$ cat src/hw/spi_reg_macros.svh
// global constants of the spi register block, include before any module that sizes ports with them
`ifndef SPI_REG_MACROS_SVH
`define SPI_REG_MACROS_SVH

// number of banks, address bits 9:8 pick one
// power of two, 4 at most
`define NUM_BANKS 4

// command queue depth per bank
// also the starting credit count in the dispatcher
`define BANK_CREDITS 2

// command frame headers
`define CMD_WR_HDR 9'h180
`define CMD_RD_HDR 9'h181

// response frame headers
`define RSP_OK_HDR 9'h1A0
`define RSP_ERR_HDR 9'h1A1

// five 9 bit words per frame
`define FRAME_BITS 45

`endif
$ cat src/hw/spi_reg_pkg.sv
// shared command and response types for the spi register block, imported by every rtl module
package spi_reg_pkg;

	// ----------------------------------------------------------------------
	// error codes carried in the error view of a response
	// ----------------------------------------------------------------------
	typedef enum logic [7:0] {
		err_bad_page   = 8'h01,
		err_bad_header = 8'h02
	} err_code_e;

	// ----------------------------------------------------------------------
	// command from the spi side, one per command frame
	// ----------------------------------------------------------------------
	typedef struct packed {
		logic        wr;
		logic [15:0] addr;
		logic [15:0] data;
	} reg_cmd_t;

	// normal answer, address echo plus register value
	typedef struct packed {
		logic [15:0] addr;
		logic [15:0] value;
	} rsp_data_t;

	// error answer, offending address plus reason
	typedef struct packed {
		logic [15:0] bad_addr;
		err_code_e   code;
		logic [7:0]  rsvd;
	} rsp_error_t;

	// one 32 bit payload word, view picked by the err flag
	typedef union packed {
		rsp_data_t  data_v;
		rsp_error_t err_v;
	} rsp_payload_u;

	typedef struct packed {
		logic         err;
		rsp_payload_u payload;
	} reg_rsp_t;

endpackage

$ cat src/hw/cmd_dispatch.sv
// command router, sends each command to its bank under credit control and raises address errors
`timescale 1ns/1ps
`include "spi_reg_macros.svh"

module cmd_dispatch (
	input  logic                   clk,
	input  logic                   arst_n,
	input  spi_reg_pkg::reg_cmd_t  cmd,
	input  logic                   cmd_valid,
	input  logic                   hdr_err,
	output spi_reg_pkg::reg_cmd_t  bank_cmd [`NUM_BANKS],
	output logic [`NUM_BANKS-1:0]  bank_cmd_valid,
	input  logic [`NUM_BANKS-1:0]  credit_return,
	output spi_reg_pkg::reg_rsp_t  err_rsp,
	output logic                   err_rsp_valid,
	input  logic                   err_grant
);
	import spi_reg_pkg::*;

	localparam int CRD_W = $clog2(`BANK_CREDITS + 1);

	logic [CRD_W-1:0]      credit [`NUM_BANKS];
	reg_cmd_t              hold_cmd;
	logic                  hold_valid;
	reg_cmd_t              out_cmd;
	logic [1:0]            in_sel;
	logic [1:0]            hold_sel;
	logic                  in_bad;
	logic                  in_go;
	logic                  hold_go;
	logic [`NUM_BANKS-1:0] send;

	// bank select from address bits 9:8
	assign in_sel   = cmd.addr[9:8];
	assign hold_sel = hold_cmd.addr[9:8];
	// page bits set, or a bank that is not built
	assign in_bad   = (cmd.addr[15:10] != 6'd0) || (int'(in_sel) >= `NUM_BANKS);

	// held command has priority over a new one
	assign hold_go = hold_valid && (credit[hold_sel] != '0);
	assign in_go   = cmd_valid && !in_bad && !hold_valid && (credit[in_sel] != '0);

	always_comb
	begin
		send = '0;
		if (hold_go)
			send[hold_sel] = 1'b1;
		else if (in_go)
			send[in_sel] = 1'b1;
	end

	// ----------------------------------------------------------------------
	// credits and holding register
	// ----------------------------------------------------------------------
	always_ff @(posedge clk or negedge arst_n)
	begin
		if (!arst_n)
		begin
			for (int i = 0; i < `NUM_BANKS; i++)
				credit[i] <= CRD_W'(`BANK_CREDITS);
			hold_valid     <= 1'b0;
			bank_cmd_valid <= '0;
		end
		else
		begin
			for (int i = 0; i < `NUM_BANKS; i++)
				credit[i] <= credit[i] - CRD_W'(send[i]) + CRD_W'(credit_return[i]);
			bank_cmd_valid <= send;
			// no credit for the new command, park it
			if (cmd_valid && !in_bad && !in_go)
				hold_valid <= 1'b1;
			else if (hold_go)
				hold_valid <= 1'b0;
		end
	end

	always_ff @(posedge clk)
	begin
		if (cmd_valid && !in_bad && !in_go)
			hold_cmd <= cmd;
		if (hold_go)
			out_cmd <= hold_cmd;
		else if (in_go)
			out_cmd <= cmd;
	end

	// one data register fans out, valid picks the bank
	always_comb
	begin
		for (int i = 0; i < `NUM_BANKS; i++)
			bank_cmd[i] = out_cmd;
	end

	// ----------------------------------------------------------------------
	// error responses
	// ----------------------------------------------------------------------
	always_ff @(posedge clk or negedge arst_n)
	begin
		if (!arst_n)
			err_rsp_valid <= 1'b0;
		else if (hdr_err || (cmd_valid && in_bad))
			err_rsp_valid <= 1'b1;
		else if (err_grant)
			err_rsp_valid <= 1'b0;
	end

	always_ff @(posedge clk)
	begin
		if (hdr_err)
		begin
			err_rsp.err                  <= 1'b1;
			// no address in a bad frame
			err_rsp.payload.err_v.bad_addr <= 16'h0000;
			err_rsp.payload.err_v.code     <= err_bad_header;
			err_rsp.payload.err_v.rsvd     <= 8'h00;
		end
		else if (cmd_valid && in_bad)
		begin
			err_rsp.err                  <= 1'b1;
			err_rsp.payload.err_v.bad_addr <= cmd.addr;
			err_rsp.payload.err_v.code     <= err_bad_page;
			err_rsp.payload.err_v.rsvd     <= 8'h00;
		end
	end

endmodule

$ cat config.mk
export PLATFORM = sky130hd
export DESIGN_NAME = cmd_dispatch
export DESIGN_NICKNAME = d
export VERILOG_FILES = /design/src/hw/spi_reg_pkg.sv /design/src/hw/cmd_dispatch.sv
export VERILOG_INCLUDE_DIRS = /design/src /design/src/hw
export SDC_FILE = /design/constraint.sdc
export NUM_CORES = 1
export LEC_CHECK = 0
export ABC_AREA = 1
export BUFFER_PORTS_ARGS = -buffer_cell sky130_fd_sc_hd__buf_4
export CAP_MARGIN = 10
export CELL_PAD_IN_SITES_DETAIL_PLACEMENT = 1
export CELL_PAD_IN_SITES_GLOBAL_PLACEMENT = 2
export CORE_ASPECT_RATIO = 0.7
export CORE_MARGIN = 8
export CORE_UTILIZATION = 30
export DETAILED_ROUTE_END_ITERATION = 8
export PLACE_DENSITY = 0.94
export SYNTH_ARGS = -nofsm -noshare
export SYNTH_HDL_FRONTEND = slang
export SYNTH_SLANG_ARGS = --single-unit
$ cat constraint.sdc
create_clock -name clk -period 6.4 [get_ports clk]
set_clock_uncertainty 0.05 [all_clocks]
set_input_delay 0.32 -clock clk [delete_from_list [all_inputs] [get_ports clk]]
set_output_delay 0.32 -clock clk [all_outputs]
set_load 0.03 [all_outputs]
# Yosys cells after proc, flatten, opt, wreduce, memory -nomap -nowiden

Index checks and enable logic that the tools add are counted.

Add/sub/neg operators: 8
$lt $le $gt $ge: 6
Muxes and demuxes: 18
Bitwise gates (word level): 2
Reductions and logical operators: 18

Operators by type and width:

| operator                                                           | number |
|---|---|
| two-way mux 33 bit                                                 | 2 |
| nonzero test 2 bit                                                 | 5 |
| adder 2 x 1 -> 2 bit                                               | 4 |
| binary-select mux 2 bit (select 2 bit)                             | 2 |
| logical AND 1 bit                                                  | 8 |
| two-way mux 2 bit                                                  | 4 |
| two-way mux 4 bit                                                  | 2 |
| subtractor 2 x 1 -> 2 bit                                          | 4 |
| greater-or-equal comparator 3 bit (second input constant)          | 2 |
| less-than comparator 2 x 3 -> 1 bit (second input constant)        | 2 |
| two-way mux 1 bit                                                  | 6 |
| NOT 2 -> 3 bit                                                     | 2 |
| nonzero test 6 bit                                                 | 1 |
| demux 1 bit (select 2 bit)                                         | 2 |
| greater-or-equal comparator 2 x 1 -> 1 bit (second input constant) | 2 |
| zero test 1 bit                                                    | 3 |
| logical OR 1 bit                                                   | 1 |

Register bits after elaboration: 98
Input bits: 42

# Logic depth before layout (Yosys ltp)

Word-level depth: 10
Mapped depth: 12

# Worst setup path after synthesis

OpenSTA, ideal clock, no wires.

Path kind: register to register
Start point: register credit[3] in the netlist's numbering
End point: register out_cmd, in the netlist bank_cmd[0], enable pin
Setup time: 0.390 ns
Data arrival time: 1.790 ns
Data required time: 5.960 ns
Setup slack: 4.170 ns
Stages on the path, launching flop included: 8
Path buffers: 1
Cells stage by stage: dfstp_2 nor2_1 nor2_1 nor2_2 nand2_2 nand2_2 buf_4 nand2_1

Longest elaborated chain between the ends: 6

Ends and longest elaborated chain:

| what                                                      | RTL line                               | text |
|---|---|---|
| from (decl)                                               | cmd_dispatch.sv:22                     | `` logic [CRD_W-1:0] credit [`NUM_BANKS]; `` |
| from (signal, indexed assignment)                         | cmd_dispatch.sv:60                     | `` credit[i] <= CRD_W'(`BANK_CREDITS); `` |
| from (signal, indexed assignment)                         | cmd_dispatch.sv:67                     | `credit[i] <= credit[i] - CRD_W'(send[i]) + CRD_W'(credit_return[i]);` |
| binary-select mux 2 bit (select 2 bit) (on tied branches) | cmd_dispatch.sv:41, cmd_dispatch.sv:40 |  |
| two-way mux 2 bit (on tied branches) (2 in series)        | cmd_dispatch.sv:41, cmd_dispatch.sv:40 |  |
| nonzero test 2 bit (on tied branches)                     | cmd_dispatch.sv:41, cmd_dispatch.sv:40 |  |
| logical AND 1 bit (on tied branches)                      | cmd_dispatch.sv:41, cmd_dispatch.sv:40 |  |
| nonzero test 2 bit (no line) *                            | --                                     |  |
| to (signal assigned)                                      | cmd_dispatch.sv:82                     | `out_cmd <= hold_cmd;` |
| to (signal assigned)                                      | cmd_dispatch.sv:84                     | `out_cmd <= cmd;` |
| to (decl)                                                 | cmd_dispatch.sv:25                     | `reg_cmd_t out_cmd;` |

Every way passes the cells marked *; elsewhere a longest branch is shown, timed or not. The select of a mux whose other input is x is not followed.
A chain may end at the register's enable or synchronous reset.

# Final worst setup path

Start point: register credit[3] in the netlist's numbering
End point: register out_cmd, in the netlist bank_cmd[29], enable pin

The elaborated chain is that of the path after synthesis.

==> implementation parameters <==
Parameter                              Value

STA
  Share of the clock period used by the worst path after layout    52.08%
  Final Worst Setup Slack    3.067 ns
  Total count of max-transition violations in the final report    0
  Worst hold slack    0.1143 ns
  Slew at the pin with the worst max-slew slack    0.7046 ns
  Total negative setup slack    0 ns
  # setup viols final    0
  Fmax    0.3000 GHz
  Final Hold Fails    0
  Shortest clock period the worst path allows after layout    3.333 ns
  Max-Slew Margin vs Limit    52.86%
  Unrepaired setup endpoints after global routing    false

Die
  Total Die Area    20,300 µm²
  Core box area    15,550 µm²
  Effective utilization at floorplan    30.76%
  Die X    166.9 µm
  Chip height    121.6 µm
  Site row count    38
  Top-level port count    212

Route
  Routed length on met2    6345 µm
  Router iterations before antenna repair    4
  Total vias in the final route    3,348
  Number of remaining DRC errors    0
  Routed len/inst    17.14 µm
  Met1 routed wirelength after detailed routing    5448 µm
  Max layer used    met4
  Detailed Route Iter0 Violations    143
  Mean number of vias per cell    4.342
  DR WL met3    1298 µm
  Total Wirelength    13,220 µm
  Final ANT Viol Nets    0

Clock tree
  Clk_lat worst skew    0.34 ns
  Setup bufs post-CTS    0
  Number of sinks on the clock net    98
  CTS tree    done
  H-tree lvl count    3
  Number of buffers created by CTS    9
  Hold bufs inserted after CTS    1
  CTS max path bufs    2
  Clock-pin slew of the registers on the worst-case setup and hold paths    0.07 ns
  Post-CTS resize count    0
  Root buffer cell    clkbuf_16

Pwr
  Internal Dissipation    1.078 mW
  Sequential cell fraction of total power    50.0%
  Peak VDD IR    126.3 µV
  P_sw    0.4176 mW
  Net switching share of the total power    27.92%
  Total power divided by cell area    252.5 nW/µm²
  Leak    2.774 nW
  Gate power share    16.2%
  Share of total power in the clock network    33.8%

Logic synthesis
  Number of enable flip-flop cells after synthesis    66
  Post-synth design cell area    4782 µm²
  Warning count from the yosys run    0
  FF+latch count, synth    98
  Flip-flop cell with the highest count after synthesis    edfxtp_1
  Count of mapped cells out of synthesis    471
  Synthesized area per cell    10.15 µm²
  Part of the Yosys area used for sequential elements    56.41%
  Async set-or-reset flop fraction in the synthesized netlist    14.29%
  Count of distinct cell types in the synthesized netlist    25

Placement
  Estimated wirelength of the detail-placed design    10,500 µm
  Final GP Congestion    0.7582
  Number of port buffers    196
  Post-placement worst setup slack    3.034 ns

Critical path
  Arr. time, crit path    3.31 ns
  Class of the most critical setup path    flip-flop to flip-flop
  Required arrival time at the worst endpoint    6.38 ns
  Startpoint type of the worst setup path    flip-flop
  Largest fanout on the critical path    38
  Crit. End Element    flip-flop

GRT
  Wire length of the first global-routing pass    20,340 µm
  Overflow after GRT    0
  GRT Resource Usage Total    12.75%
  Antenna violations before repair    0
  Via count of the first global-routing pass    3,649
  Pin count of the biggest net entering global routing    39

Job
  Max cap viols    0

Layout
  Final antenna diode count    0
  Combined flip-flop and latch cell area    2698 µm²
  Leading cell types in the layout, fill and taps excluded    buf_4 (198), nand2_1 (93), edfxtp_1 (66)
  Synth-to-Final Area Change    23.89%
  Share of cells above drive strength 1    39.23%
  Nets@finish    616
  Multi-input combinational cell area    1092 µm²
  Leading cell type in the layout, fill and taps excluded    buf_4
  Filler Cell Count    1,762

Outcome
  Run status    finished, final reports clean

Hold path
  Worst Hold Class    input port to flip-flop
-- stage by stage --
stage	instances	instance area [µm²]	total power, mW	util, %
3_5_place_dp	753	5609	1.007	36.08
3_3_place_gp	753	5609	0.9920	36.08
5_1_grt	771	5924	1.576	38.11
6_report	771	5924	1.496	38.11
2_1_floorplan	484	4831	0.9427	-
4_1_cts	770	5897	1.519	37.93
-- cell families after synthesis --
group / share of synthesized area, %
and+or+nand+nor: 16.27
buffers and inverters: 21.77
DFF: 56.41
AOI/OAI and AO/OA: 1.831
xor gates and xnor gates: 1.465
adders and majority gates: 2.093
other: 0.1570
-- final timing paths --
kind,start,endpoint,slack (ns),cells after the start
worst max-delay path,credit[3]$_DFF_PN1_,bank_cmd[29]$_DFFE_PP_,3.07,7
worst min-delay path,cmd[13],hold_cmd[13]$_DFFE_PP_,0.11,1
worst max register to register,credit[3]$_DFF_PN1_,bank_cmd[29]$_DFFE_PP_,3.07,7
worst min register to register,err_rsp[9]$_SDFFE_PP1P_,err_rsp[9]$_SDFFE_PP1P_,0.41,2
max in group asynchronous,arst_n,credit[5]$_DFF_PN1_,5.72,2
min in group asynchronous,arst_n,err_rsp_valid$_DFFE_PN0P_,0.33,2
-- flip-flops by register name (all words and copies together), names as in the netlist --
register / count
err_rsp_valid: 1
credit: 8
hold_valid: 1
bank_cmd_valid: 4
hold_cmd: 33
bank_cmd: 33
err_rsp: 18
-- power groups by stage --
stage	logic, mW	registers (mW)	clock network (mW)
2_1_floorplan	0.167	0.775	0
3_3_place_gp	0.234	0.758	0
3_5_place_dp	0.246	0.762	0
4_1_cts	0.247	0.748	0.523
5_1_grt	0.273	0.753	0.549
6_report	0.243	0.747	0.506
-- Yosys cell counts (8+ instances only) --
library cell | n | area (µm²)
buf_4 | 117 | 878.3
nand2_1 | 93 | 349.1
edfxtp_1 | 66 | 1982
nor2_1 | 46 | 172.7
nand3_1 | 39 | 195.2
inv_1 | 21 | 78.83
dfxtp_1 | 18 | 360.4
o21ai_0 | 13 | 65.06
dfrtp_1 | 10 | 250.2
ha_1 | 8 | 100.1
xnor2_1 | 8 | 70.07
-- worst max-delay path, cell delays in order (launching register included) --
cell,delay [ns]
dfstp_2,0.54
nor2_1,0.06
nor2_1,0.15
nor2_2,0.06
nand2_2,0.52
nand2_2,0.58
nand2_1,0.66
buf_4,0.38
-- layout make-up --
type / instances / share of cell area [%]
Clock buffer: 9 / 3.801
Clock inverter: 7 / 0.8870
Inverter: 22 / 1.394
Multi-Input combinational cell: 235 / 18.44
Sequential cell: 98 / 45.53
Tap cell: 200 / 4.224
Timing Repair Buffer: 200 / 25.72
-- routing by layer --
metal | vias to the layer above | track usage [%]
li1 | 1577 | -
met1 | 1607 | 14.82
met2 | 150 | 21.61
met3 | 14 | 5.301
met4 | 0 | 3.477
met5 | - | 0
Power figures use the tool's default switching activity.
