<file path="src/hw/spi_reg_macros.svh">
// global constants of the spi register block, include before any module that sizes ports with them
`ifndef SPI_REG_MACROS_SVH
`define SPI_REG_MACROS_SVH

// number of banks, address bits 9:8 pick one
// power of two, 4 at most
`define NUM_BANKS 4

// command queue depth per bank
// also the starting credit count in the dispatcher
`define BANK_CREDITS 2

// command frame headers
`define CMD_WR_HDR 9'h180
`define CMD_RD_HDR 9'h181

// response frame headers
`define RSP_OK_HDR 9'h1A0
`define RSP_ERR_HDR 9'h1A1

// five 9 bit words per frame
`define FRAME_BITS 45

`endif
</file>
<file path="src/hw/spi_reg_pkg.sv">
// shared command and response types for the spi register block, imported by every rtl module
package spi_reg_pkg;

	// ----------------------------------------------------------------------
	// error codes carried in the error view of a response
	// ----------------------------------------------------------------------
	typedef enum logic [7:0] {
		err_bad_page   = 8'h01,
		err_bad_header = 8'h02
	} err_code_e;

	// ----------------------------------------------------------------------
	// command from the spi side, one per command frame
	// ----------------------------------------------------------------------
	typedef struct packed {
		logic        wr;
		logic [15:0] addr;
		logic [15:0] data;
	} reg_cmd_t;

	// normal answer, address echo plus register value
	typedef struct packed {
		logic [15:0] addr;
		logic [15:0] value;
	} rsp_data_t;

	// error answer, offending address plus reason
	typedef struct packed {
		logic [15:0] bad_addr;
		err_code_e   code;
		logic [7:0]  rsvd;
	} rsp_error_t;

	// one 32 bit payload word, view picked by the err flag
	typedef union packed {
		rsp_data_t  data_v;
		rsp_error_t err_v;
	} rsp_payload_u;

	typedef struct packed {
		logic         err;
		rsp_payload_u payload;
	} reg_rsp_t;

endpackage

</file>
<file path="src/hw/rsp_collect.sv">
// response collector, round-robin over the banks and the error source into one output buffer
`timescale 1ns/1ps
`include "spi_reg_macros.svh"

module rsp_collect (
	input  logic                  clk,
	input  logic                  arst_n,
	input  spi_reg_pkg::reg_rsp_t bank_rsp [`NUM_BANKS],
	input  logic [`NUM_BANKS-1:0] bank_rsp_valid,
	output logic [`NUM_BANKS-1:0] rsp_grant,
	input  spi_reg_pkg::reg_rsp_t err_rsp,
	input  logic                  err_rsp_valid,
	output logic                  err_grant,
	output spi_reg_pkg::reg_rsp_t rsp,
	output logic                  rsp_valid,
	input  logic                  rsp_taken
);
	import spi_reg_pkg::*;

	// error source sits above the banks
	localparam int NREQ  = `NUM_BANKS + 1;
	localparam int IDX_W = $clog2(NREQ);

	logic [NREQ-1:0]  req;
	logic [NREQ-1:0]  gnt;
	logic [IDX_W-1:0] last;
	logic [IDX_W-1:0] win;
	logic             any_gnt;
	reg_rsp_t         src [NREQ];

	assign req = {err_rsp_valid, bank_rsp_valid};

	always_comb
	begin
		for (int i = 0; i < `NUM_BANKS; i++)
			src[i] = bank_rsp[i];
		src[`NUM_BANKS] = err_rsp;
	end

	// ----------------------------------------------------------------------
	// arbiter, search starts after the last winner
	// ----------------------------------------------------------------------
	always_comb
	begin
		int cand;
		gnt     = '0;
		win     = last;
		any_gnt = 1'b0;
		cand    = 0;
		// buffer full, nobody is granted
		if (!rsp_valid)
		begin
			for (int off = 1; off <= NREQ; off++)
			begin
				cand = (int'(last) + off) % NREQ;
				if (!any_gnt && req[cand])
				begin
					any_gnt = 1'b1;
					win     = IDX_W'(cand);
				end
			end
		end
		if (any_gnt)
			gnt[win] = 1'b1;
	end

	assign rsp_grant = gnt[`NUM_BANKS-1:0];
	assign err_grant = gnt[`NUM_BANKS];

	// ----------------------------------------------------------------------
	// output buffer, emptied by a fetch
	// ----------------------------------------------------------------------
	always_ff @(posedge clk or negedge arst_n)
	begin
		if (!arst_n)
		begin
			// bank 0 wins first
			last      <= IDX_W'(NREQ - 1);
			rsp_valid <= 1'b0;
		end
		else
		begin
			if (any_gnt)
			begin
				last      <= win;
				rsp_valid <= 1'b1;
			end
			else if (rsp_taken)
				rsp_valid <= 1'b0;
		end
	end

	always_ff @(posedge clk)
	begin
		if (any_gnt)
			rsp <= src[win];
	end

endmodule

</file>
<file path="config.mk">
export PLATFORM = sky130hd
export DESIGN_NAME = rsp_collect
export DESIGN_NICKNAME = d
export VERILOG_FILES = /design/src/hw/spi_reg_pkg.sv /design/src/hw/rsp_collect.sv
export VERILOG_INCLUDE_DIRS = /design/src /design/src/hw
export SDC_FILE = /design/constraint.sdc
export NUM_CORES = 1
export LEC_CHECK = 0
export BUFFER_PORTS_ARGS = -buffer_cell sky130_fd_sc_hd__buf_2
export CORE_MARGIN = 2
export CORE_UTILIZATION = 26
export DETAILED_ROUTE_END_ITERATION = 8
export SLEW_MARGIN = 20
export SYNTH_ARGS = -nofsm -noshare
export SYNTH_HDL_FRONTEND = slang
export SYNTH_SLANG_ARGS = --single-unit
</file>
<file path="constraint.sdc">
create_clock -name clk -period 13.39 [get_ports clk]
set_input_delay 2.678 -clock clk [delete_from_list [all_inputs] [get_ports clk]]
set_output_delay 2.678 -clock clk [all_outputs]
set_load 0.01 [all_outputs]
</file>
After elaboration in Yosys (flattened, before gate mapping)
Cells that the tools add are included.
W data, S select, Z words.
- add/subtract/negate cells: 5
- div/mod/pow operators: 5
- $lt $le $gt $ge: 8
- muxes and demuxes: 39
- bitwise operators: 1
- reductions and logical operators: 10
- operator list (kind ; count):
    $lt A32 B5 Y1 const B ; 5
    $mod A32 B4 Y32 const B ; 5
    $bmux W33 S3 ; 1
    $mux W33 ; 2
    $mux W1 ; 23
    $mux W3 ; 6
    $bmux W1 S3 ; 5
    $add A3 B2 Y4 const B ; 2
    $add A3 B3 Y4 const B ; 2
    $logic_and A1 B1 Y1 ; 5
    $mux W5 ; 1
    $add A3 B1 Y4 const B ; 1
    $ge A4 B4 Y1 const B ; 1
    $logic_not A1 Y1 ; 4
    $lt A3 B4 Y1 const B ; 1
    $not A3 Y4 ; 1
    $demux W1 S3 ; 1
    $ge A3 B1 Y1 const B ; 1
    $reduce_bool A2 Y1 ; 1
- register bits: 37
- input port bits: 173
- word-level logic and storage cells: 72

Logic depth before layout (Yosys ltp)
- depth in word-level cells: 28
- mapped depth: 24
- mapped depth without buffers: 20

Worst setup path after synthesis
OpenSTA, ideal clock, no wires.
- path type: register to output
- start: register last[0]
- end: output port rsp_grant[1]
- arrival time: 5564 ps
- path slack: 5148 ps
- stages on the path, launching flop included: 21
- buffers on the path: 2
- cells stage by stage: dfrtp_1 -> clkbuf_1 -> inv_1 -> buf_1 -> ha_1 -> ha_1 -> nor4b_1 -> a211oi_2 -> xnor2_1 -> ha_1 -> nor2b_1 -> a2111o_1 -> a22o_1 -> a311o_1 -> a22oi_2 -> nor2b_1 -> nand3_1 -> nand2_1 -> inv_1 -> nand2_1 -> nor3_1
- elaborated cells between the ends (all ways): 55
- RTL lines (what ; RTL line ; RTL):
    from (decl) ; rsp_collect.sv:26 ; logic [IDX_W-1:0] last;
    from (signal assigned) ; rsp_collect.sv:78 ; last <= IDX_W'(NREQ - 1);
    from (signal assigned) ; rsp_collect.sv:85 ; last <= win;
    $add A3 B1 Y4 ; rsp_collect.sv:55 ; cand = (int'(last) + off) % NREQ;
    $mod A32 B4 Y32 ; rsp_collect.sv:55 ;
    $bmux W1 S3 ; rsp_collect.sv:56 ; if (!any_gnt && req[cand])
    $mux W1 (implied by the code) (2 in a row) ; rsp_collect.sv:56 ;
    $mux W1 ; rsp_collect.sv:56 ;
    $mux W1 ; rsp_collect.sv:51 ; if (!rsp_valid)
    $logic_not A1 Y1 ; rsp_collect.sv:56 ;
    $logic_and A1 B1 Y1 ; rsp_collect.sv:56 ;
    (+8 left out) ; - ;
    $mux W1 ; rsp_collect.sv:56 ;
    $mux W1 ; rsp_collect.sv:51 ;
    $logic_not A1 Y1 ; rsp_collect.sv:56 ;
    $logic_and A1 B1 Y1 ; rsp_collect.sv:56 ;
    $mux W1 (*) ; rsp_collect.sv:56 ;
    $mux W1 (*) ; rsp_collect.sv:51 ;
    via any_gnt ; rsp_collect.sv:28 ; logic any_gnt;
    $mux W5 (*) ; rsp_collect.sv:63 ; if (any_gnt)
    to (decl) ; rsp_collect.sv:10 ; output logic [`NUM_BANKS-1:0] rsp_grant,
Mark *: on every way through the listed nets, which the timed path passes. The rest lies on a longest branch. The select of a mux whose other input is x is not followed.

Worst setup path in the final report
- start: register last[0]
- end: output port rsp_grant[2]
- word-level cells in the longest chain between the ends: 28
- elaborated cells between the ends (all ways): 55
- ends and longest elaborated chain (what ; RTL line ; RTL):
    $add A3 B1 Y4 ; rsp_collect.sv:55 ;
    $mod A32 B4 Y32 ; rsp_collect.sv:55 ;
    $bmux W1 S3 ; rsp_collect.sv:56 ;
    $mux W1 (implied by the code) (2 in a row) ; rsp_collect.sv:56 ;
    $mux W1 ; rsp_collect.sv:56 ;
    $mux W1 ; rsp_collect.sv:51 ;
    $logic_not A1 Y1 ; rsp_collect.sv:56 ;
    $logic_and A1 B1 Y1 ; rsp_collect.sv:56 ;
    (+11 left out) ; - ;
    $logic_and A1 B1 Y1 ; rsp_collect.sv:56 ;
    $mux W3 ; rsp_collect.sv:56 ;
    $mux W3 ; rsp_collect.sv:51 ;
    $lt A3 B4 Y1 (implied by the code) / $ge A3 B1 Y1 (equally long branches) ; rsp_collect.sv:64 ; gnt[win] = 1'b1;
    $logic_and A1 B1 Y1 (implied by the code) ; rsp_collect.sv:64 ;
    $mux W1 (implied by the code) ; rsp_collect.sv:64 ;
    $demux W1 S3 ; rsp_collect.sv:64 ;
    $mux W5 (*) ; rsp_collect.sv:63 ;
Mark *: on every way between the ends. The rest lies on a longest branch, timed or not. The select of a mux whose other input is x is not followed.

==> results.ini <==
[clock_tree]
clkTransAtPathRegs_ns = 0.05
cts_resized = 0
cts_setup_buffers = 0
cts_buffers = 5
cts_tree = yes
cts_num_sinks = 37
ctsRootBufferMaster = clkbuf_16
max-clock-path-buffers = 2
holdBufCountCts = 0
clk_latency_ns = 0.29
htree_levels = 2

[floorplanning]
dieWidth_um = 152
die-area_sq_mm = 0.0232
core_sq_mm = 0.0217
ios = 212
die_y_um = 152
num_rows = 54
initial_utilization = 0.264

[place]
place_ws_ns = 4.06
port_buffers = 211
dpl.hpwl_mm = 15.8
gp_congestion = 0.915

[setup_path]
path_buf_inv = 3
slowest_delay_ns = 0.84
cpMostUsedCell = ha_1
critPathRequiredTime_ns = 10.71
worstPathMaxFanout = 35
cp_top_family = compound AO/OA/AOI/OAI gates
worstSetupStartpointType = register
worst-endpoint-arrival_ns = 7.18
cp-startpoint = last[0]
cp_slowest_cell = a21oi_4
cp_cell_sequence = buf_4, ha_1, xnor2_4, inv_2, ha_1, nor4b_1, a211oi_2, xnor2_1, ha_1, nor2b_1, a2111o_1, a22o_1, a311o_1, a22oi_2, nand4_1, o211a_2, a21oi_4, nand2b_1, nor3_1, buf_2
reg2reg_from = last[0]
endpoint_kind = output pin
critPathKind = reg2out

[sta]
fin_crit_sh = 0.736
hold_violations = 0
period_minus_slack_ns = 9.86
rsz0062_at_grt = false
hold_ws_ns = 0.573
worst-slew-pin-transition_ns = 1.05
finalSetupViolCount = 0
fin_skew_ns = 0.0164
max_freq_mhz = 101
finalSetupTns_ns = 0
fin_ws_ns = 3.53
slew_viol_final = 0
slew_headroom = 0.298

[synth]
synth_edf_count = 33
netlist_area_sq_mm = 0.00572
synth_flop_cell = edfxtp_1
yosys_warnings = 0
synthAdderAreaFrac = 0.0503
synth_compound_area_frac = 0.352
ys_seq_area_frac = 0.191
avgSynthCellArea_sq_um = 7.92
synthMuxAreaShare = 0.0835
ys_ff_latch = 37
syn-num-nets = 919
synthArstFlopShare = 0.108
yosys.area_share.simple = 0.216
syn_inst = 723
ys_types = 92
synth_top_family_by_area = compound AO/OA/AOI/OAI gates
synth_xor_area_frac = 0.0168

[global_route]
grt_pass1_vias = 6117
grt_usage = 0.174
grt_pass1_wl_mm = 33.1
antenna_found_initial = 1
grt_max_degree = 68
grt_overflow = 0

[status]
status = completed

[detailed_routing]
first_pass_iters = 7
drc = 0
ant_nets = 0
wirelength_mm = 21.0
vias = 6453
vias_per_cell = 5.51
drt_iter0_markers = 525
wl_per_cell_um = 17.9

[layout]
layout.nets = 1086
syn2layout_area_growth_pct = 23.8
final_layout_size_suffix_gt1_frac = 0.333
final_core_util = 0.327
filler_cell_count = 2270

[worst_hold_path]
hold_path_startpoint = rsp_valid
hp-class = reg2reg

[run]
max_cap_viol_count = 0

worst register-to-register path, cell delays in order, from the launching register on:
cell and delay, ns:
dfrtp_1 0.68, buf_4 0.41, ha_1 0.67, xnor2_4 0.25, inv_2 0.11, ha_1 0.26, nor4b_1 0.45, a211oi_2 0.16
xnor2_1 0.39, ha_1 0.29, nor2b_1 0.07, a2111o_1 0.41, a22o_1 0.27, a311o_1 0.29, a22oi_2 0.35, nand4_2 0.81
and2_1 0.47, buf_4 0.26, a21o_2 0.51, nand2b_4 0.53, o211ai_1 0.42
placed cells by master, fill, tap and decap left out, types with 3 or more instances in the layout:
master and count:
o211ai_2 30, o211a_1 7, mux2i_1 41, nand2b_1 8, o22ai_1 4, nand3_1 43, a22oi_2 3, a21oi_1 19
o21a_1 5, and2_1 7, a31oi_1 3, nor3b_1 3, buf_2 211, o21ai_0 84, o21ai_1 3, ha_1 23
nor2_1 26, nor3_1 7, a22oi_1 4, a2111o_1 3, o211ai_1 10, inv_1 54, nor4_1 4, edfxtp_1 33
a22o_1 5, xnor2_1 6, nand4_1 35, inv_2 4, nor2b_1 13, dfrtp_1 3, a211oi_1 40, nand2_1 56
buf_4 10, o2111ai_1 3, clkbuf_16 5
metal layers:
layer,track usage,part of all wire,up-vias
li1,-,-,3106
met1,0.230,0.42,3019
met2,0.293,0.49,295
met3,0.0296,0.070,33
met4,0.0472,0.023,0
met5,0,0,-
synthesized netlist by cell type (all sizes together), types with 3 or more instances:
cell,instances,area (sq um)
o211a,9,90.1
a22o,5,43.8
nand3,43,215
dfrtp,3,75.1
and2,7,43.8
nand2,57,216
nor3,8,51.3
a21o,3,22.5
o21a,5,37.5
o2111a,3,35.0
o311ai,3,33.8
ha,23,288
a211oi,41,313
o211ai,40,450
xnor2,7,80.1
o22ai,5,37.5
clkbuf,28,105
o2111ai,3,26.3
a21oi,21,120
nand2b,9,63.8
mux2i,41,410
buf,33,194
nor3b,3,22.5
nor4,7,80.1
a22oi,7,62.6
nand4,36,231
a31o,3,26.3
nor2b,13,81.3
inv,58,218
a221oi,3,32.5
o21ai,87,435
a31oi,3,18.8
a2111o,3,33.8
edfxtp,33,991
nor2,27,101
or2,5,31.3
cell type report:
type | count | area, sq um | share of cell area
antenna | 1 | 2.50 | 0.000353
clock inverter | 3 | 41.3 | 0.00582
clock buffer | 5 | 125 | 0.0176
sequential | 37 | 1090 | 0.154
inverter | 58 | 218 | 0.0307
multi-input combinational | 567 | 4130 | 0.582
tap | 280 | 350 | 0.0494
timing repair buffer | 221 | 1130 | 0.160
final timing paths:
path	endpoint	slack, ns	depth (start not counted)
max in group asynchronous	last[2]	10.99	1
min	rsp_valid	0.57	1
max reg2reg	rsp[32]	5.13	20
min reg2reg	rsp_valid	0.57	1
min in group asynchronous	rsp_valid	2.20	1
max	rsp_grant[2]	3.53	20
through the flow:
step	instances	area, sq um
global route	1172	7090
floorplan	723	5720
global placement	1163	6920
CTS	1171	7090
finish	1172	7090
detailed placement	1163	6920
flip-flops by register name (all words and copies together) (netlist names):
signal     cells
last           3
rsp           33
rsp_valid      1
cell families (layout without fill, tap and decap cells):
kind of cell | Yosys count | in the layout
adder cells (fa/ha/maj) | 23 | 23
AO/OA/AOI/OAI | 264 | 264
flip-flops | 37 | 37
AND/OR/NAND/NOR | 227 | 227
XOR/XNOR | 8 | 8
other | 0 | 1
multiplexers | 45 | 45
buffers and inverters | 119 | 287
Power is left out: the tool's default activity adds up to more than one toggle a clock period on the data nets, which glitch-free logic cannot reach.
