## src/hw/spi_reg_macros.svh

```systemverilog
// global constants of the spi register block, include before any module that sizes ports with them
`ifndef SPI_REG_MACROS_SVH
`define SPI_REG_MACROS_SVH

// number of banks, address bits 9:8 pick one
// power of two, 4 at most
`define NUM_BANKS 4

// command queue depth per bank
// also the starting credit count in the dispatcher
`define BANK_CREDITS 2

// command frame headers
`define CMD_WR_HDR 9'h180
`define CMD_RD_HDR 9'h181

// response frame headers
`define RSP_OK_HDR 9'h1A0
`define RSP_ERR_HDR 9'h1A1

// five 9 bit words per frame
`define FRAME_BITS 45

`endif
```

## src/hw/spi_reg_pkg.sv

```systemverilog
// shared command and response types for the spi register block, imported by every rtl module
package spi_reg_pkg;

	// ----------------------------------------------------------------------
	// error codes carried in the error view of a response
	// ----------------------------------------------------------------------
	typedef enum logic [7:0] {
		err_bad_page   = 8'h01,
		err_bad_header = 8'h02
	} err_code_e;

	// ----------------------------------------------------------------------
	// command from the spi side, one per command frame
	// ----------------------------------------------------------------------
	typedef struct packed {
		logic        wr;
		logic [15:0] addr;
		logic [15:0] data;
	} reg_cmd_t;

	// normal answer, address echo plus register value
	typedef struct packed {
		logic [15:0] addr;
		logic [15:0] value;
	} rsp_data_t;

	// error answer, offending address plus reason
	typedef struct packed {
		logic [15:0] bad_addr;
		err_code_e   code;
		logic [7:0]  rsvd;
	} rsp_error_t;

	// one 32 bit payload word, view picked by the err flag
	typedef union packed {
		rsp_data_t  data_v;
		rsp_error_t err_v;
	} rsp_payload_u;

	typedef struct packed {
		logic         err;
		rsp_payload_u payload;
	} reg_rsp_t;

endpackage

```

## src/hw/spi_frame_if.sv

```systemverilog
// spi slave front end, oversamples the host bus in the clk domain and turns frames into commands
`timescale 1ns/1ps
`include "spi_reg_macros.svh"

module spi_frame_if (
	input  logic                  clk,
	input  logic                  arst_n,
	input  logic                  spi_sck,
	input  logic                  spi_cs_n,
	input  logic                  spi_mosi,
	output logic                  spi_miso,
	output spi_reg_pkg::reg_cmd_t cmd,
	output logic                  cmd_valid,
	input  spi_reg_pkg::reg_rsp_t rsp,
	input  logic                  rsp_valid,
	output logic                  rsp_taken,
	output logic                  hdr_err
);
	import spi_reg_pkg::*;

	// two sync stages plus one for edge detect
	logic [2:0]             sck_sr;
	logic [2:0]             cs_sr;
	logic [1:0]             mosi_sr;
	logic                   sck_rise;
	logic                   sck_fall;
	logic                   cs_rise;
	logic                   cs_fall;
	logic                   cs_act;
	logic                   mosi_s;
	logic [`FRAME_BITS-1:0] rx_sr;
	logic [`FRAME_BITS-1:0] tx_sr;
	logic [`FRAME_BITS-1:0] tx_frame;
	logic [8:0]             rx_hdr;
	logic [8:0]             tx_hdr;
	logic [5:0]             bit_cnt;
	// response was ready when the frame began
	logic                   load_valid;

	// ----------------------------------------------------------------------
	// input synchronizers and edge detect
	// ----------------------------------------------------------------------
	always_ff @(posedge clk or negedge arst_n)
	begin
		if (!arst_n)
		begin
			sck_sr  <= '0;
			cs_sr   <= '1;
			mosi_sr <= '0;
		end
		else
		begin
			sck_sr  <= {sck_sr[1:0], spi_sck};
			cs_sr   <= {cs_sr[1:0], spi_cs_n};
			mosi_sr <= {mosi_sr[0], spi_mosi};
		end
	end

	assign sck_rise = sck_sr[1] & ~sck_sr[2];
	assign sck_fall = ~sck_sr[1] & sck_sr[2];
	assign cs_rise  = cs_sr[1] & ~cs_sr[2];
	assign cs_fall  = ~cs_sr[1] & cs_sr[2];
	assign cs_act   = ~cs_sr[1];
	assign mosi_s   = mosi_sr[1];

	// ----------------------------------------------------------------------
	// receive path, msb first on sck rising
	// ----------------------------------------------------------------------
	always_ff @(posedge clk)
	begin
		if (sck_rise && cs_act)
			rx_sr <= {rx_sr[`FRAME_BITS-2:0], mosi_s};
	end

	assign rx_hdr = rx_sr[`FRAME_BITS-1 -: 9];

	always_ff @(posedge clk or negedge arst_n)
	begin
		if (!arst_n)
		begin
			bit_cnt    <= '0;
			load_valid <= 1'b0;
			rsp_taken  <= 1'b0;
			cmd_valid  <= 1'b0;
			hdr_err    <= 1'b0;
		end
		else
		begin
			rsp_taken <= 1'b0;
			cmd_valid <= 1'b0;
			hdr_err   <= 1'b0;
			if (cs_fall)
			begin
				bit_cnt    <= '0;
				load_valid <= rsp_valid;
			end
			else if (sck_rise && cs_act)
			begin
				// saturate on overlong frames
				if (bit_cnt != '1)
					bit_cnt <= bit_cnt + 6'd1;
				// ninth bit completes the header, zero header is a fetch
				if (bit_cnt == 6'd8 && rx_sr[7:0] == 8'h00 && !mosi_s && load_valid)
				begin
					rsp_taken  <= 1'b1;
					load_valid <= 1'b0;
				end
			end
			// wrong length frames are dropped
			if (cs_rise && bit_cnt == 6'(`FRAME_BITS))
			begin
				case (rx_hdr)
					`CMD_WR_HDR,
					`CMD_RD_HDR: cmd_valid <= 1'b1;
					9'h000:      ;
					default:     hdr_err <= 1'b1;
				endcase
			end
		end
	end

	// command fields, bit 8 of each word is dropped
	always_ff @(posedge clk)
	begin
		if (cs_rise)
		begin
			cmd.wr   <= (rx_hdr == `CMD_WR_HDR);
			cmd.addr <= {rx_sr[34:27], rx_sr[25:18]};
			cmd.data <= {rx_sr[16:9], rx_sr[7:0]};
		end
	end

	// ----------------------------------------------------------------------
	// transmit path, loaded at cs_n fall, shifted on sck falling
	// ----------------------------------------------------------------------
	assign tx_hdr   = rsp.err ? `RSP_ERR_HDR : `RSP_OK_HDR;
	assign tx_frame = {tx_hdr,
		1'b0, rsp.payload[31:24], 1'b0, rsp.payload[23:16],
		1'b0, rsp.payload[15:8], 1'b0, rsp.payload[7:0]};

	always_ff @(posedge clk or negedge arst_n)
	begin
		if (!arst_n)
			tx_sr <= '0;
		else if (cs_fall)
			// nothing ready, all zero frame
			tx_sr <= rsp_valid ? tx_frame : '0;
		else if (sck_fall && cs_act)
			tx_sr <= {tx_sr[`FRAME_BITS-2:0], 1'b0};
	end

	assign spi_miso = tx_sr[`FRAME_BITS-1];

endmodule

```

## config.mk

```make
export PLATFORM = sky130hd
export DESIGN_NAME = spi_frame_if
export DESIGN_NICKNAME = d
export VERILOG_FILES = /design/src/hw/spi_reg_pkg.sv /design/src/hw/spi_frame_if.sv
export VERILOG_INCLUDE_DIRS = /design/src /design/src/hw
export SDC_FILE = /design/constraint.sdc
export NUM_CORES = 1
export LEC_CHECK = 0
export ABC_AREA = 1
export BUFFER_PORTS_ARGS = -buffer_cell sky130_fd_sc_hd__buf_2
export CAP_MARGIN = 25
export CORE_UTILIZATION = 39
export CTS_BUF_LIST = sky130_fd_sc_hd__clkbuf_8
export CTS_CLUSTER_DIAMETER = 50
export DETAILED_ROUTE_END_ITERATION = 10
export PLACE_DENSITY_LB_ADDON = 0.1
export REMOVE_ABC_BUFFERS = 1
export SETUP_SLACK_MARGIN = 0.1
export SLEW_MARGIN = 10
export SYNTH_ARGS = -nofsm -noshare
export SYNTH_HDL_FRONTEND = slang
export SYNTH_SLANG_ARGS = --single-unit
```

## constraint.sdc

```tcl
create_clock -name clk -period 4.41 [get_ports clk]
set_input_delay 0.882 -clock clk [delete_from_list [all_inputs] [get_ports clk]]
set_output_delay 0.882 -clock clk [all_outputs]
set_load 0.03 [all_outputs]
```

# After elaboration in Yosys (flattened, before gate mapping)
# Index checks and enable logic that the tools add are counted.
dict set report classes {
  reduce_logical 17
  mux 17
  eq_ne 5
  add_sub_neg 1
  bitwise 8
}
# operator n
set ops {}
lappend ops {{2-to-1 mux 45 bit} 3}
lappend ops {{equality test 9 bit, second input constant} 2}
lappend ops {{2-to-1 mux 6 bit} 3}
lappend ops {{2-to-1 mux 1 bit} 11}
lappend ops {{logical NOT 9 bit} 1}
lappend ops {{logical NOT 8 bit} 1}
lappend ops {{nonzero test 2 bit} 4}
lappend ops {{adder 6 x 1 -> 6 bit, second input constant} 1}
lappend ops {{equality test 6 x 4 -> 1 bit, second input constant} 1}
lappend ops {{equality test 6 bit, second input constant} 1}
lappend ops {{logical AND 1 bit} 6}
lappend ops {{!= test 6 bit, second input constant} 1}
lappend ops {{AND 1 bit} 4}
lappend ops {{NOT 1 bit} 4}
lappend ops {{AND reduction 2 bit} 2}
lappend ops {{OR reduction 3 bit} 1}
lappend ops {{OR reduction 2 bit} 1}
lappend ops {{logical NOT 1 bit} 1}
dict set report word_totals {
  out_inout_bits 37
  register_bits 141
  input_bits 39
  wordCells 61
}

# Depth between registers and ports, before layout
dict set report logic_depth {
  depth_word 7
  depth_mapped 8
  mapped_depth_nobuf 7
}

# Least setup slack after synthesis
# Ideal clock, no wire load.
dict set report synth_timing {
  path_kind {reg2reg}
  startpoint {register sck_sr[2]}
  endpoint {register bit_cnt[4]}
  path_buffers 1
  synth_period_minus_slack_ps 4431
  t_arrival_ps 4305
  path_stages_with_launch 6
  setup_time_ps 126
  slack_ps -21
  t_required_ps 4284
  path_cell_list {dfrtp_1 nor3_1 o21ai_1 buf_4 nand2_1 o21ai_0}
}
dict set report synth_between {
  elab_chain_len 5
}
# element line
set synth_rtl {}
lappend synth_rtl {{start, declared} spi_frame_if.sv:22} ;# logic [2:0] sck_sr;
lappend synth_rtl {{start signal, assigned} spi_frame_if.sv:53} ;# sck_sr <= {sck_sr[1:0], spi_sck};
lappend synth_rtl {{NOT 1 bit} spi_frame_if.sv:59} ;# assign sck_rise = sck_sr[1] & ~sck_sr[2];
lappend synth_rtl {{AND 1 bit} spi_frame_if.sv:59}
lappend synth_rtl {{logical AND 1 bit} spi_frame_if.sv:97} ;# else if (sck_rise && cs_act)
lappend synth_rtl {{nonzero test 2 bit (no source line)} n/a}
lappend synth_rtl {{AND reduction 2 bit (no source line)} n/a}
lappend synth_rtl {{end signal, assigned} spi_frame_if.sv:101} ;# bit_cnt <= bit_cnt + 6'd1;
lappend synth_rtl {{end, declared} spi_frame_if.sv:36} ;# logic [5:0] bit_cnt;
# Every way passes these cells.
# A chain may end at the register's enable or synchronous reset.

# Worst setup path after layout
dict set report layout_timing {
  startpoint {register cs_sr[1]}
  endpoint {register bit_cnt[5]}
}
dict set report layout_between {
  elab_chain_len 4
  word_cells_on_any_way 7
  cone_classes {mux: 1; bitwise: 2; reduce/logical: 4}
}
# element line
set layout_rtl {}
lappend layout_rtl {{start, declared} spi_frame_if.sv:23} ;# logic [2:0] cs_sr;
lappend layout_rtl {{start signal, assigned} spi_frame_if.sv:54} ;# cs_sr <= {cs_sr[1:0], spi_cs_n};
lappend layout_rtl {{NOT 1 bit *} {spi_frame_if.sv:62, spi_frame_if.sv:63}}
lappend layout_rtl {{AND 1 bit or logical AND 1 bit (tied branches)} {spi_frame_if.sv:62, spi_frame_if.sv:97}}
lappend layout_rtl {{nonzero test 2 bit (no source line)} n/a}
lappend layout_rtl {{AND reduction 2 bit (no source line)} n/a}
# Mark *: on every way between the ends. The rest lies on a longest branch, timed or not.

==> qor.yml <==
status:
  status: "completed"
yosys:
  ys_seq_area_frac: 0.761
  synth_edf_count: 78
  synth.top_cells.by_count: "sky130_fd_sc_hd__edfxtp_1, sky130_fd_sc_hd__nand2_1, sky130_fd_sc_hd__dfrtp_1"
  yosys_warnings: 0
  synthesis.instances: 409
  cell_taking_the_most_area_after_synthesis: "sky130_fd_sc_hd__edfxtp_1"
  async_flop_share: 0.447
  synth_cell_types: 28
  post_synth_main_area_contributors: "sky130_fd_sc_hd__edfxtp_1, sky130_fd_sc_hd__dfrtp_1, sky130_fd_sc_hd__nand2_1"
  most_frequent_cell_after_synthesis: "sky130_fd_sc_hd__edfxtp_1"
  mean_instance_size_in_the_synthesized_netlist_um2: 12.6
  synth_area_um2: 5160
  synth.ff_latch_count: 141
  synth_largest_type_area_fraction: 0.454
  synth_top_flop_cell: "sky130_fd_sc_hd__edfxtp_1"
clock_tree:
  clk_root_buffer_cell: "sky130_fd_sc_hd__clkbuf_8"
  cts_hold_repair.buffers: 0
  cts_tree: "yes"
  cts_inserted_buffers: 17
  number_of_sinks_driven_by_the_clock_tree: 141
  number_of_levels_the_h_tree_was_split_into: 4
  cts_buffer_depth: 2
  clkSlewWorstSetupHoldPaths_ps: 80
  clock_insertion_delay_worst_skew_ps: 440
  ctsResizeCount: 0
  postCtsSetupBuffers: 0
finish:
  areaGrowthSynthToFinish_pct: 18.6
  multi_input_comb_area_um2: 1080
  antenna_cells_inserted: 0
  final-instance-count-excl-fill: 676
  final_nets: 533
  fin_area_um2: 6120
  ff_latch_area_um2: 3920
  fillCellCount: 1189
  layout-drive-gt1-share: 0.234
route:
  route.detailed.drc: 0
  routedWlPerCell_um: 13.0
  drt_iter0_drc: 217
  viasPerCell: 4.72
  drt_pre_antenna_iters: 4
  num_vias: 3190
  ant_nets: 0
  routed_wl_um: 8810
placement:
  numPlacedInstances: 643
  buffer_ports.inserted: 75
  globalplace.congestion: 0.739
  preCtsSetupSlack_ps: 1930
  detailed_place_hpwl_um: 5250
  placed_cell_area_um2: 5690
die:
  starting_density: 0.404
  die_area_um2: 13700
  core-area_um2: 12800
  fp-row-count: 41
  io_pins: 76
  die-width_um: 117
  die-height_um: 117
hold_path:
  min_path_cells: 0
  holdPathEnd: "sck_sr[1]"
  startpoint_of_the_worst_hold_path: "sck_sr[0]"
  min_path_type: "reg2reg"
grt:
  grt_antenna_before_repair: 0
  grt_start_max_net_pins: 59
  wire_length_of_the_first_global_routing_pass_um: 14600
  grtUsageTotal: 0.145
  grt_overflow_total: 0
  first_global_vias: 2996
worst_setup_path:
  worstRegToRegCells: 5
  critical_register_to_register_path_startpoint: "cs_sr[1]"
  timing_worst_setup_path_type: "reg2reg"
  setup.reg_to_reg.worst_slack_ps: 2200
  critical_path.max_fanout: 52
  cp_data_arrival_time_ps: 2510
  worstPathRequired_ps: 4710
  timing.rr.end: "bit_cnt[5]"
  crit_path_start_kind: "register"
  worstSetupEndpointType: "register"
timing:
  report.final.slew_viol_count: 0
  number_of_setup_violations_in_the_final_report: 0
  fin_clk_skew_ps: 10.7
  slew_headroom: 0.525
  fin_hold_ws_ps: 350
  rsz0062_at_grt: "no"
  setup_slack_ps: 2200
  fmax_mhz: 453
  hold_violations: 0
  worst-slew-pin-transition_ps: 707
  final_min_period_over_clock_period: 0.500
  clock_period_minus_final_worst_setup_slack_ps: 2210
power:
  vdd_drop_max_mv: 0.269
  static-leakage-power_uw: 0.00250
  p_per_area_nw_per_um2: 466
job:
  cap_viol_max_count: 0
[routing by layer]
layer / global-route usage / up-vias / part of all wire
met3: 0.0479 / 14 / 0.054
met5: 0 / - / 0
met4: 0.0785 / 0 / 0.020
met2: 0.216 / 81 / 0.43
met1: 0.189 / 1520 / 0.49
li1: - / 1575 / -
[kinds of logic after synthesis]
logic type      synth area share
flops                      0.761
buf+inv                   0.0315
fa+ha+maj                0.00728
compound gates            0.0813
simple gates               0.119
[report_power, final]
group | switching, uW | internal [uW]
Clock | 491 | 558
Sequential | 57.9 | 1500
Combinational | 156 | 89.0
[cell usage in the layout, fill, tap and decap left out, types with 2 or more instances in the layout]
cell,instances
sky130_fd_sc_hd__a21oi_1,27
sky130_fd_sc_hd__a31oi_1,18
sky130_fd_sc_hd__buf_2,75
sky130_fd_sc_hd__buf_4,4
sky130_fd_sc_hd__bufinv_16,3
sky130_fd_sc_hd__clkbuf_8,17
sky130_fd_sc_hd__clkinv_4,2
sky130_fd_sc_hd__clkinvlp_4,3
sky130_fd_sc_hd__dfrtp_1,60
sky130_fd_sc_hd__dfstp_2,3
sky130_fd_sc_hd__edfxtp_1,78
sky130_fd_sc_hd__ha_1,3
sky130_fd_sc_hd__inv_1,20
sky130_fd_sc_hd__inv_6,3
sky130_fd_sc_hd__nand2_1,75
sky130_fd_sc_hd__nand3_1,13
sky130_fd_sc_hd__nand4_1,2
sky130_fd_sc_hd__nor2_1,55
sky130_fd_sc_hd__o21ai_0,27
sky130_fd_sc_hd__o21bai_1,2
[worst max-delay path: stages, from the launching register on]
cell,delay [ps]
sky130_fd_sc_hd__dfstp_2,570
sky130_fd_sc_hd__inv_2,60
sky130_fd_sc_hd__nand2_4,380
sky130_fd_sc_hd__inv_1,240
sky130_fd_sc_hd__o21ai_1,630
sky130_fd_sc_hd__o21ai_0,180
[sequential cells by signal, summed over array words and instances (netlist names), 2 cells and up]
signal   count
rx_sr       45
tx_sr       45
cmd         33
bit_cnt      6
cs_sr        3
sck_sr       3
mosi_sr      2
[per-stage QoR]
stage               setup TNS [ps]  utilization  total power (uW)
finish                           0        0.479              2850
detailed placement               0        0.446              1830
global route                     0        0.479              3000
global placement                 0        0.446              1820
floorplan                    -2380            -              1740
CTS                              0        0.477              2890
[area by class of cell]
type,instances,area share
clock buffers,17,0.0382
clock inverters,15,0.0282
inverters,19,0.0117
multi-input cells,232,0.176
flip-flops and latches,141,0.641
well taps,172,0.0352
repair buffers,80,0.0695
[how the worst max path moves through the flow]
stage | from | slack [ps] | depth (start not counted) | to
global route | cs_sr[1] | 1930 | 5 | bit_cnt[2]
floorplan | sck_sr[2] | -400 | 3 | bit_cnt[0]
CTS | sck_sr[1] | 1930 | 5 | tx_sr[0]
global placement | sck_sr[1] | 2000 | 5 | tx_sr[0]
detailed placement | sck_sr[1] | 1930 | 5 | tx_sr[0]
finish | cs_sr[1] | 2200 | 5 | bit_cnt[5]
(Power assumes the default switching activity.)
